[src/verilog/vec_length_pkg.sv]
package vec_length_pkg;

    // ------------------------------
    // Word format
    // ------------------------------
    parameter int word_width = 32;
    parameter int frac_bits  = 16;

    // Signed Q16.16
    typedef logic signed [word_width-1:0] word_t;

    typedef struct packed {
        word_t x;
        word_t y;
        word_t z;
    } vec3_t;

    typedef enum logic [2:0] {
        IDLE,
        SEED,
        ITERATE,
        SCALE,
        EMIT
    } len_state_t;

    parameter word_t word_max = {1'b0, {(word_width-1){1'b1}}};
    parameter word_t word_min = {1'b1, {(word_width-1){1'b0}}};

    // ------------------------------
    // Fixed-point helpers
    // ------------------------------

    // Q16.16 product rounded toward zero and clamped to the word range
    function automatic word_t fp_mul(input word_t a, input word_t b);
        logic signed [2*word_width-1:0] prod;
        logic signed [2*word_width-1:0] shifted;
        prod = a * b;
        if (prod < 0) begin
            prod = prod + ((2 * word_width)'(1) << frac_bits) - 1;
        end
        shifted = prod >>> frac_bits;
        if (shifted > word_max) begin
            return word_max;
        end else if (shifted < word_min) begin
            return word_min;
        end
        return word_t'(shifted);
    endfunction

    // Squares are never negative, so only the top end needs clamping
    function automatic word_t sq_sum(input vec3_t v);
        logic [word_width+1:0] acc;
        acc = {2'b00, fp_mul(v.x, v.x)} + {2'b00, fp_mul(v.y, v.y)}
            + {2'b00, fp_mul(v.z, v.z)};
        if (acc > {2'b00, word_max}) begin
            return word_max;
        end
        return word_t'(acc);
    endfunction

endpackage

[src/verilog/length_fsm.sv]
module length_fsm (
    input  logic clk,
    input  logic rst,
    input  logic not_empty,
    input  logic count_done,
    output logic pop,
    output logic load,
    output logic step,
    output logic scale,
    output logic out_valid
);

    vec_length_pkg::len_state_t state;
    vec_length_pkg::len_state_t state_next;

    // ------------------------------
    // State register
    // ------------------------------
    always_ff @(posedge clk or negedge rst) begin
        if (!rst) begin
            state <= vec_length_pkg::IDLE;
        end else begin
            state <= state_next;
        end
    end

    always_comb begin
        state_next = state;
        case (state)
            vec_length_pkg::IDLE: begin
                if (not_empty) begin
                    state_next = vec_length_pkg::SEED;
                end
            end
            vec_length_pkg::SEED:    state_next = vec_length_pkg::ITERATE;
            vec_length_pkg::ITERATE: begin
                if (count_done) begin
                    state_next = vec_length_pkg::SCALE;
                end
            end
            vec_length_pkg::SCALE:   state_next = vec_length_pkg::EMIT;
            vec_length_pkg::EMIT:    state_next = vec_length_pkg::IDLE;
            default:                 state_next = vec_length_pkg::IDLE;
        endcase
    end

    // ------------------------------
    // Outputs
    // ------------------------------

    // Head is popped and captured in the same cycle
    assign pop       = (state == vec_length_pkg::IDLE) && not_empty;
    assign load      = pop;
    assign step      = (state == vec_length_pkg::ITERATE);
    assign scale     = (state == vec_length_pkg::SCALE);
    assign out_valid = (state == vec_length_pkg::EMIT);

endmodule

[config.mk]
export PLATFORM = sky130hd
export DESIGN_NAME = length_fsm
export DESIGN_NICKNAME = d
export VERILOG_FILES = /design/src/verilog/vec_length_pkg.sv /design/src/verilog/length_fsm.sv
export SDC_FILE = /design/constraint.sdc
export NUM_CORES = 1
export LEC_CHECK = 0
export ABC_AREA = 1
export BUFFER_PORTS_ARGS = -buffer_cell sky130_fd_sc_hd__clkbuf_2
export CAP_MARGIN = 20
export CORE_AREA = 10 10 47 49
export CTS_CLUSTER_SIZE = 30
export DETAILED_ROUTE_END_ITERATION = 6
export DIE_AREA = 0 0 57 59
export SLEW_MARGIN = 20
export SYNTH_ARGS = -nofsm -noshare
export SYNTH_HDL_FRONTEND = slang
export SYNTH_SLANG_ARGS = --single-unit
export TNS_END_PERCENT = 5
[constraint.sdc]
create_clock -name clk -period 1.2 [get_ports clk]
set_clock_uncertainty 0.1 [all_clocks]
set_input_delay 0.24 -clock clk [delete_from_list [all_inputs] [get_ports clk]]
set_output_delay 0.24 -clock clk [all_outputs]
set_load 0.01 [all_outputs]
==> results.json <==
{
  "ys_ff_latch": 3,
  "drv_cap": 0,
  "cp-end-kind": "output port",
  "crit_chain": "nor2_2, inv_2, nor3_4, buf_2",
  "htreeDepth": 1,
  "via_per_inst": 3.483,
  "final_cell_mix": "buf_4, nor2_1, clkbuf_2, buf_2",
  "synthDominantCellAreaShare": 0.4225,
  "start_util": 0.1268,
  "dr_total_vias": 202,
  "slew-limit-headroom": 0.8913,
  "worstMarginPinSlew_ns": 0.1618,
  "overflow": 0,
  "p_leak_nw": 0.1852,
  "timing.final.crit_period_ns": 1.439,
  "violations": "setup timing",
  "drc": 0,
  "cp_slowest_stage_delay_ns": 0.40,
  "largest-register": "state",
  "dieWidth_um": 57,
  "drtIter0Drc": 0,
  "syn_nets": 27,
  "multi_input_area_um2": 86.33,
  "antenna_cells": 0,
  "crit_buf_inv": 2,
  "seq_area_um2": 76.32,
  "r2r_slack_ns": -0.04,
  "setup_violations": 6,
  "netlist_top_cells_area": "dfrtp_1, nor2_2, nor2_1",
  "layout-drive-gt1-share": 0.6190,
  "io_pins": 9,
  "dp.cells": 51,
  "fin_cells": 58,
  "rows": 14,
  "ant_nets": 0,
  "synth_seq_area_share": 0.4225,
  "dp_hpwl_um": 413.1,
  "critical_path_arrival_ns": 1.10,
  "gp_congestion": 0.6684,
  "wirelength_um": 484,
  "grt_max_degree": 7,
  "clk_path_buf_depth": 2,
  "path_class": "reg2out",
  "cts_buffers": 3,
  "area_delta_synth_final_pct": 86.62,
  "largestRegisters": "state x3",
  "yosysTopAreaCell": "dfrtp_1",
  "min_path_type": "in2async",
  "peakVddDrop_uv": 611.6,
  "layout_setup_ws_ns": -0.2393,
  "fp.dieArea_mm2": 0.003363,
  "wl_per_cell_um": 8.345,
  "power_density_mw_per_mm2": 2901,
  "outcome": "finished, violations left",
  "fin_crit_sh": 1.199,
  "final_nets": 47,
  "clk_pin_slew_ns": 0.04,
  "first_global_vias": 212,
  "max_clock_freq_mhz": 694.8,
  "crit_fanout": 3,
  "fillerInstances": 168,
  "insertion_delay_ns": 0.23,
  "start_kind": "register",
  "netlist_instances": 23,
  "dr.pass1.iters": 1,
  "layout_commonest_cell": "buf_4",
  "antenna_found_initial": 0,
  "cts_tree": "done",
  "slowest_stage": "dfrtp_1",
  "hold_viol": 0,
  "crit_required_ns": 0.86,
  "portBuffers": 8,
  "grt.total_usage": 0.03329,
  "synth_warnings": 0,
  "totalPowerFinal_mw": 0.9620,
  "ys_types": 12,
  "die_h_um": 59,
  "netlist_area_um2": 177.7,
  "slew_viol_final": 0,
  "cts_root_buf": "clkbuf_4",
  "rsz0062_at_grt": "true",
  "largest_reg_flops": 3,
  "cpLargestDelayFamily": "flip-flops",
  "cts_sinks": 3,
  "avgSynthCellArea_um2": 7.725,
  "grt_pass1_wl_um": 821,
  "core_area_mm2": 0.001401
}
==> where the power goes <==
part | switching, mW | total (mW) | internal (mW)
clock network | 0.0516 | 0.176 | 0.125
logic | 0.261 | 0.558 | 0.297
registers | 0.0707 | 0.227 | 0.157
total | 0.383 | 0.962 | 0.579
==> cells in the mapped netlist <==
cell type,n
inv_1,3
buf_4,1
nor3_1,1
nor2_1,4
clkinv_2,1
nor2_2,3
dfrtp_1,3
nor3_2,1
nand3_1,1
nand2_1,3
inv_2,1
nand3_2,1
==> final timing paths <==
| path | startpoint | depth (start not counted) | end |
|---|---|---|---|
| worst min-delay path | rst | 2 | state[2] |
| worst max-delay path | state[0] | 4 | pop |
| max in group asynchronous | rst | 2 | state[1] |
| min in group clk | count_done | 5 | state[0] |
| worst max register to register | state[0] | 6 | state[0] |
| worst min register to register | state[2] | 2 | state[2] |
==> layer usage <==
layer / vias to the layer above / wire (µm) / global-route usage
li1: 107 / - / -
met1: 89 / 210 / 0.02854
met2: 6 / 229 / 0.04651
met3: 0 / 45 / 0.02361
met4: 0 / 0 / 0.04027
met5: - / 0 / 0
==> worst reg2reg max path, cell delays in order, from the launching register on <==
cell and delay, ns:
dfrtp_1 0.40, nor2_2 0.15, inv_2 0.07, buf_4 0.13
buf_4 0.12, buf_4 0.13, nor2_4 0.09
==> stage by stage <==
step / setup WS (ns) / utilization / hold WS, ns / instance area [µm²] / TNS, ns
after floorplan: -0.05123 / - / -0.1556 / 183.9 / -0.05123
after global placement: 0.0008022 / 0.1955 / -0.06242 / 274.0 / 0
after detailed placement: -0.02197 / 0.1955 / -0.05806 / 274.0 / -0.04363
after CTS: -0.2687 / 0.2277 / 0.2202 / 319.1 / -1.147
after global routing: -0.3426 / 0.2366 / 0.2407 / 331.6 / -1.579
final: -0.2393 / 0.2366 / 0.2316 / 331.6 / -1.048
==> cell type report <==
cell class / instances / area share
Clock buffer: 4 / 0.07925
Inverter: 5 / 0.06038
Multi-Input combinational cell: 14 / 0.2604
Sequential cell: 3 / 0.2302
Tap cell: 16 / 0.06038
Timing Repair Buffer: 16 / 0.3094
==> logic make-up (layout without fill, tap and decap cells) <==
group,count (synthesis),after routing,share of synthesized area
buf+inv,6,25,0.1549
flops,3,3,0.4225
simple gates,14,14,0.4225
==> what timing repair did <==
action                                  4_1_cts  5_1_grt
hold buffers                                  1        0
pin swaps                                     1        1
hold endpoints to repair                      3        0
endpoints found under the setup margin        5        6
setup buffers                                 1        1
gates resized for setup                       1        5
Power figures use the tool's default switching activity.
