`config.mk`:
```
export PLATFORM = sky130hd
export DESIGN_NAME = pending_fifo
export DESIGN_NICKNAME = d
export VERILOG_FILES = /design/src/verilog/vec_length_pkg.sv /design/src/verilog/pending_fifo.sv
export SDC_FILE = /design/constraint.sdc
export NUM_CORES = 1
export LEC_CHECK = 0
export BUFFER_PORTS_ARGS = -buffer_cell sky130_fd_sc_hd__buf_2
export CAP_MARGIN = 15
export CELL_PAD_IN_SITES_DETAIL_PLACEMENT = 1
export CELL_PAD_IN_SITES_GLOBAL_PLACEMENT = 2
export CORE_UTILIZATION = 44
export CTS_CLUSTER_DIAMETER = 30
export DETAILED_ROUTE_END_ITERATION = 10
export PLACE_DENSITY = 0.82
export RECOVER_POWER = 50
export SYNTH_ARGS = -nofsm -noshare
export SYNTH_HDL_FRONTEND = slang
export SYNTH_SLANG_ARGS = --single-unit
```
`constraint.sdc`:
```
create_clock -name clk -period 2.4 [get_ports clk]
set_input_delay 0.24 -clock clk [delete_from_list [all_inputs] [get_ports clk]]
set_output_delay 0.24 -clock clk [all_outputs]
set_load 0.03 [all_outputs]
```
`src/verilog/vec_length_pkg.sv`:
```
package vec_length_pkg;

    // ------------------------------
    // Word format
    // ------------------------------
    parameter int word_width = 32;
    parameter int frac_bits  = 16;

    // Signed Q16.16
    typedef logic signed [word_width-1:0] word_t;

    typedef struct packed {
        word_t x;
        word_t y;
        word_t z;
    } vec3_t;

    typedef enum logic [2:0] {
        IDLE,
        SEED,
        ITERATE,
        SCALE,
        EMIT
    } len_state_t;

    parameter word_t word_max = {1'b0, {(word_width-1){1'b1}}};
    parameter word_t word_min = {1'b1, {(word_width-1){1'b0}}};

    // ------------------------------
    // Fixed-point helpers
    // ------------------------------

    // Q16.16 product rounded toward zero and clamped to the word range
    function automatic word_t fp_mul(input word_t a, input word_t b);
        logic signed [2*word_width-1:0] prod;
        logic signed [2*word_width-1:0] shifted;
        prod = a * b;
        if (prod < 0) begin
            prod = prod + ((2 * word_width)'(1) << frac_bits) - 1;
        end
        shifted = prod >>> frac_bits;
        if (shifted > word_max) begin
            return word_max;
        end else if (shifted < word_min) begin
            return word_min;
        end
        return word_t'(shifted);
    endfunction

    // Squares are never negative, so only the top end needs clamping
    function automatic word_t sq_sum(input vec3_t v);
        logic [word_width+1:0] acc;
        acc = {2'b00, fp_mul(v.x, v.x)} + {2'b00, fp_mul(v.y, v.y)}
            + {2'b00, fp_mul(v.z, v.z)};
        if (acc > {2'b00, word_max}) begin
            return word_max;
        end
        return word_t'(acc);
    endfunction

endpackage

```
`src/verilog/pending_fifo.sv`:
```
module pending_fifo #(
    parameter int FIFO_DEPTH = 4
) (
    input  logic                  clk,
    input  logic                  rst,
    input  logic                  push,
    input  vec_length_pkg::word_t din,
    input  logic                  pop,
    output vec_length_pkg::word_t head,
    output logic                  not_empty,
    output logic                  credit_return
);

    localparam int PTR_W = (FIFO_DEPTH > 1) ? $clog2(FIFO_DEPTH) : 1;
    localparam int CNT_W = $clog2(FIFO_DEPTH + 1);

    vec_length_pkg::word_t mem [FIFO_DEPTH];
    logic [PTR_W-1:0] rd_ptr;
    logic [PTR_W-1:0] wr_ptr;
    logic [CNT_W-1:0] count;
    logic             full;
    logic             wr_en;
    logic             rd_en;

    assign full      = (count == CNT_W'(FIFO_DEPTH));
    assign not_empty = (count != '0);
    assign head      = mem[rd_ptr];

    // A full FIFO still takes a push when the head leaves in the same cycle
    assign wr_en = push && (!full || pop);
    assign rd_en = pop && not_empty;

    // ------------------------------
    // Pointers and occupancy
    // ------------------------------
    always_ff @(posedge clk or negedge rst) begin
        if (!rst) begin
            rd_ptr        <= '0;
            wr_ptr        <= '0;
            count         <= '0;
            credit_return <= 1'b0;
        end else begin
            // One credit back per released slot
            credit_return <= rd_en;
            if (wr_en) begin
                wr_ptr <= (wr_ptr == PTR_W'(FIFO_DEPTH - 1)) ? '0 : wr_ptr + 1'b1;
            end
            if (rd_en) begin
                rd_ptr <= (rd_ptr == PTR_W'(FIFO_DEPTH - 1)) ? '0 : rd_ptr + 1'b1;
            end
            if (wr_en && !rd_en) begin
                count <= count + 1'b1;
            end else if (rd_en && !wr_en) begin
                count <= count - 1'b1;
            end
        end
    end

    always_ff @(posedge clk) begin
        if (wr_en) begin
            mem[wr_ptr] <= din;
        end
    end

endmodule

```
==> metrics <==
Root Buffer=clkbuf_16; core region area=11100 um2; Setup Viol. Count Final=0; setup slack after layout=0.172 ns; initial core utilization=0.460; final hold vios=0; RSZ-0062 raised after global routing=false; Synthesis Warnings=0; initial antenna violation count=0; total of max-cap violations=0; Startpoint Class=flip-flop; number of synthesized flops with an enable pin=128; worst flop-to-flop path startpoint=count[0]; first-pass GRT wire length=15100 um; worst slew pin tran=0.918 ns; vias in the first global route=2667; final WL=9830 um; Reg2Reg Depth=8; CP max stage delay=0.44 ns; power per cell area=1430 nW/um2; max frequency=0.449 GHz; top-count cell post-synth=edfxtp_1; total grt overflow=0; # Post-CTS Setup Buffers=0; Hold WC Path Type=primary input to flip-flop; CTS buffer count=17; placed instance area=5600 um2; cell area after layout=6190 um2; Reg2Reg Setup Slack=0.17 ns; Max VDD drop=847 uV; delay-heaviest family, CP=simple AND/OR/NAND/NOR gates; RD Place Congestion=0.694; Max clock buf depth=2; flops & latches, synth=136; CP arrival=2.56 ns; layout cells sized above 1=0.353; syn_nets=249; via count=2337; Skew-Pair Late Insertion Delay=0.41 ns; average size of a mapped cell=24.8 um2; setup TNS=0 ns; slowest cell on the critical path=dfrtp_1; Worst Path Buf+Inv=1; dpl ws=0.210 ns; asr flop ratio synth=0.0588; top_reg_cell synth=edfxtp_1; cell taking the most area after synthesis=edfxtp_1; Routed WL per cell=22.2 um; most frequent cells after synthesis=128 x edfxtp_1, 32 x mux4_2, 8 x dfrtp_1; CTS tree=yes; cell area after synthesis=5100 um2; hold path startpoint=din[30]; Die H=110 um; top fanout value on the critical path=4; LEAKAGE=2.10 nW; max-slew violations=0; 1st-pass router iterations=4; ANT cells=0; WHS Path Cells=1; Core Rows=38; clock sink total=136; hold endpoint=mem[2][30]; R2R Path End=count[2]; Yosys top cell area share=0.754; die area=12000 um2; post-synthesis sequential area ratio=0.793; top cells by area, synth=edfxtp_1 75%, mux4_2 14%, dfrtp_1 3.9%; vias per std cell=5.28; Clk pin slew, worst setup/hold paths=0.06 ns; H-tree Lvls=4; Critical Path RT=2.74 ns; initial DRC count=132; crit share post-route=0.928; Distinct cells, synth=19; HPWL Detailed=5970 um; DRC errors left=0; Rel. slew slack=0.388; Mapped Cells=206; Post-DRT Antenna Nets=0; clock skew=0.00741 ns; Global Route Usage Sum=0.185; Die Wd=110 um; Inst Count DP=410; PortBufs=69; Layout Nets=333; minimum clock period=2.23 ns; CP endpoint kind=flip-flop; IO Count=70; non-filler cells, final=443; Synth-to-Final Area Change=21.3%; status=finished, final reports clean; crit-path cells=or3_1 -> nand2_1 -> ha_2 -> inv_1 -> fa_1 -> xor2_1 -> nor2_1 -> xnor2_1; Setup CP Type=flip-flop to flip-flop; largest net degree at the start of global routing=33
area by class of cell:
cell class,count,area (um2)
fillers,989,4890
flip-flops and latches,136,4050
multi-input cells,57,967
clock buffers,23,458
repair buffers,73,347
clock inverters,9,175
well taps,140,175
inverters,5,18.8
what timing repair did:
item / CTS / global route
endpoints found under the hold margin: 8 / 0
hold buffers: 1 / 0
setup endpoints to repair: 0 / 1
gates resized for setup: 0 / 1
report_power, final:
group | switching, mW | leakage [nW] | internal [mW]
Combinational | 1.70 | 0.534 | 1.02
Clock | 0.915 | 0.301 | 1.87
Sequential | 0.218 | 1.27 | 3.15
Total | 2.83 | 2.10 | 6.04
through the flow:
step	util	power (mW)	hold WS [ns]
after CTS	0.564	9.02	0.0218
after global placement	0.506	6.09	0.0943
after global routing	0.559	9.24	0.0806
final	0.559	8.87	0.0852
after detailed placement	0.506	6.19	0.0994
after floorplan	-	5.39	-0.0556
sequential cells by signal, indices dropped and copies added, names as in the netlist:
signal and count:
count 3, mem 128, rd_ptr 2, wr_ptr 2
credit_return 1
per-layer routing:
layer | up-vias | part of all wire | GRT usage
li1 | 1027 | - | -
met1 | 1237 | 0.43 | 0.229
met2 | 61 | 0.52 | 0.315
met3 | 12 | 0.040 | 0.0498
met4 | 0 | 0.011 | 0.0629
met5 | - | 0 | 0
cells by family (layout without fill, tap and decap cells):
group           Yosys count  count (layout)  synth area share
fa+ha+maj                 7               7            0.0187
flops                   136             136             0.793
xor+xnor                  3               3           0.00515
mux                      37              37             0.154
simple gates              9               9            0.0110
compound gates            1               1           0.00417
buf+inv                  13             110            0.0140
how the worst max path moves through the flow:
| stage | cells past startpoint | to | startpoint |
|---|---|---|---|
| floorplan | 8 | count[2] | count[0] |
| global placement | 8 | count[2] | count[0] |
| CTS | 8 | count[2] | count[0] |
| detailed placement | 8 | count[2] | count[0] |
| finish | 8 | count[2] | count[0] |
| global route | 8 | count[2] | count[0] |
cells in the final DEF, fill, tap and decap left out, types with 3 or more instances in the layout:
cell type  instances
and2_2             4
buf_2             34
bufinv_16          5
clkbuf_1          40
clkbuf_16         17
dfrtp_1            6
edfxtp_1         128
ha_1               5
inv_1              5
mux2_2             3
mux4_2            32
nor2_1             3
Power figures use the tool's default switching activity.
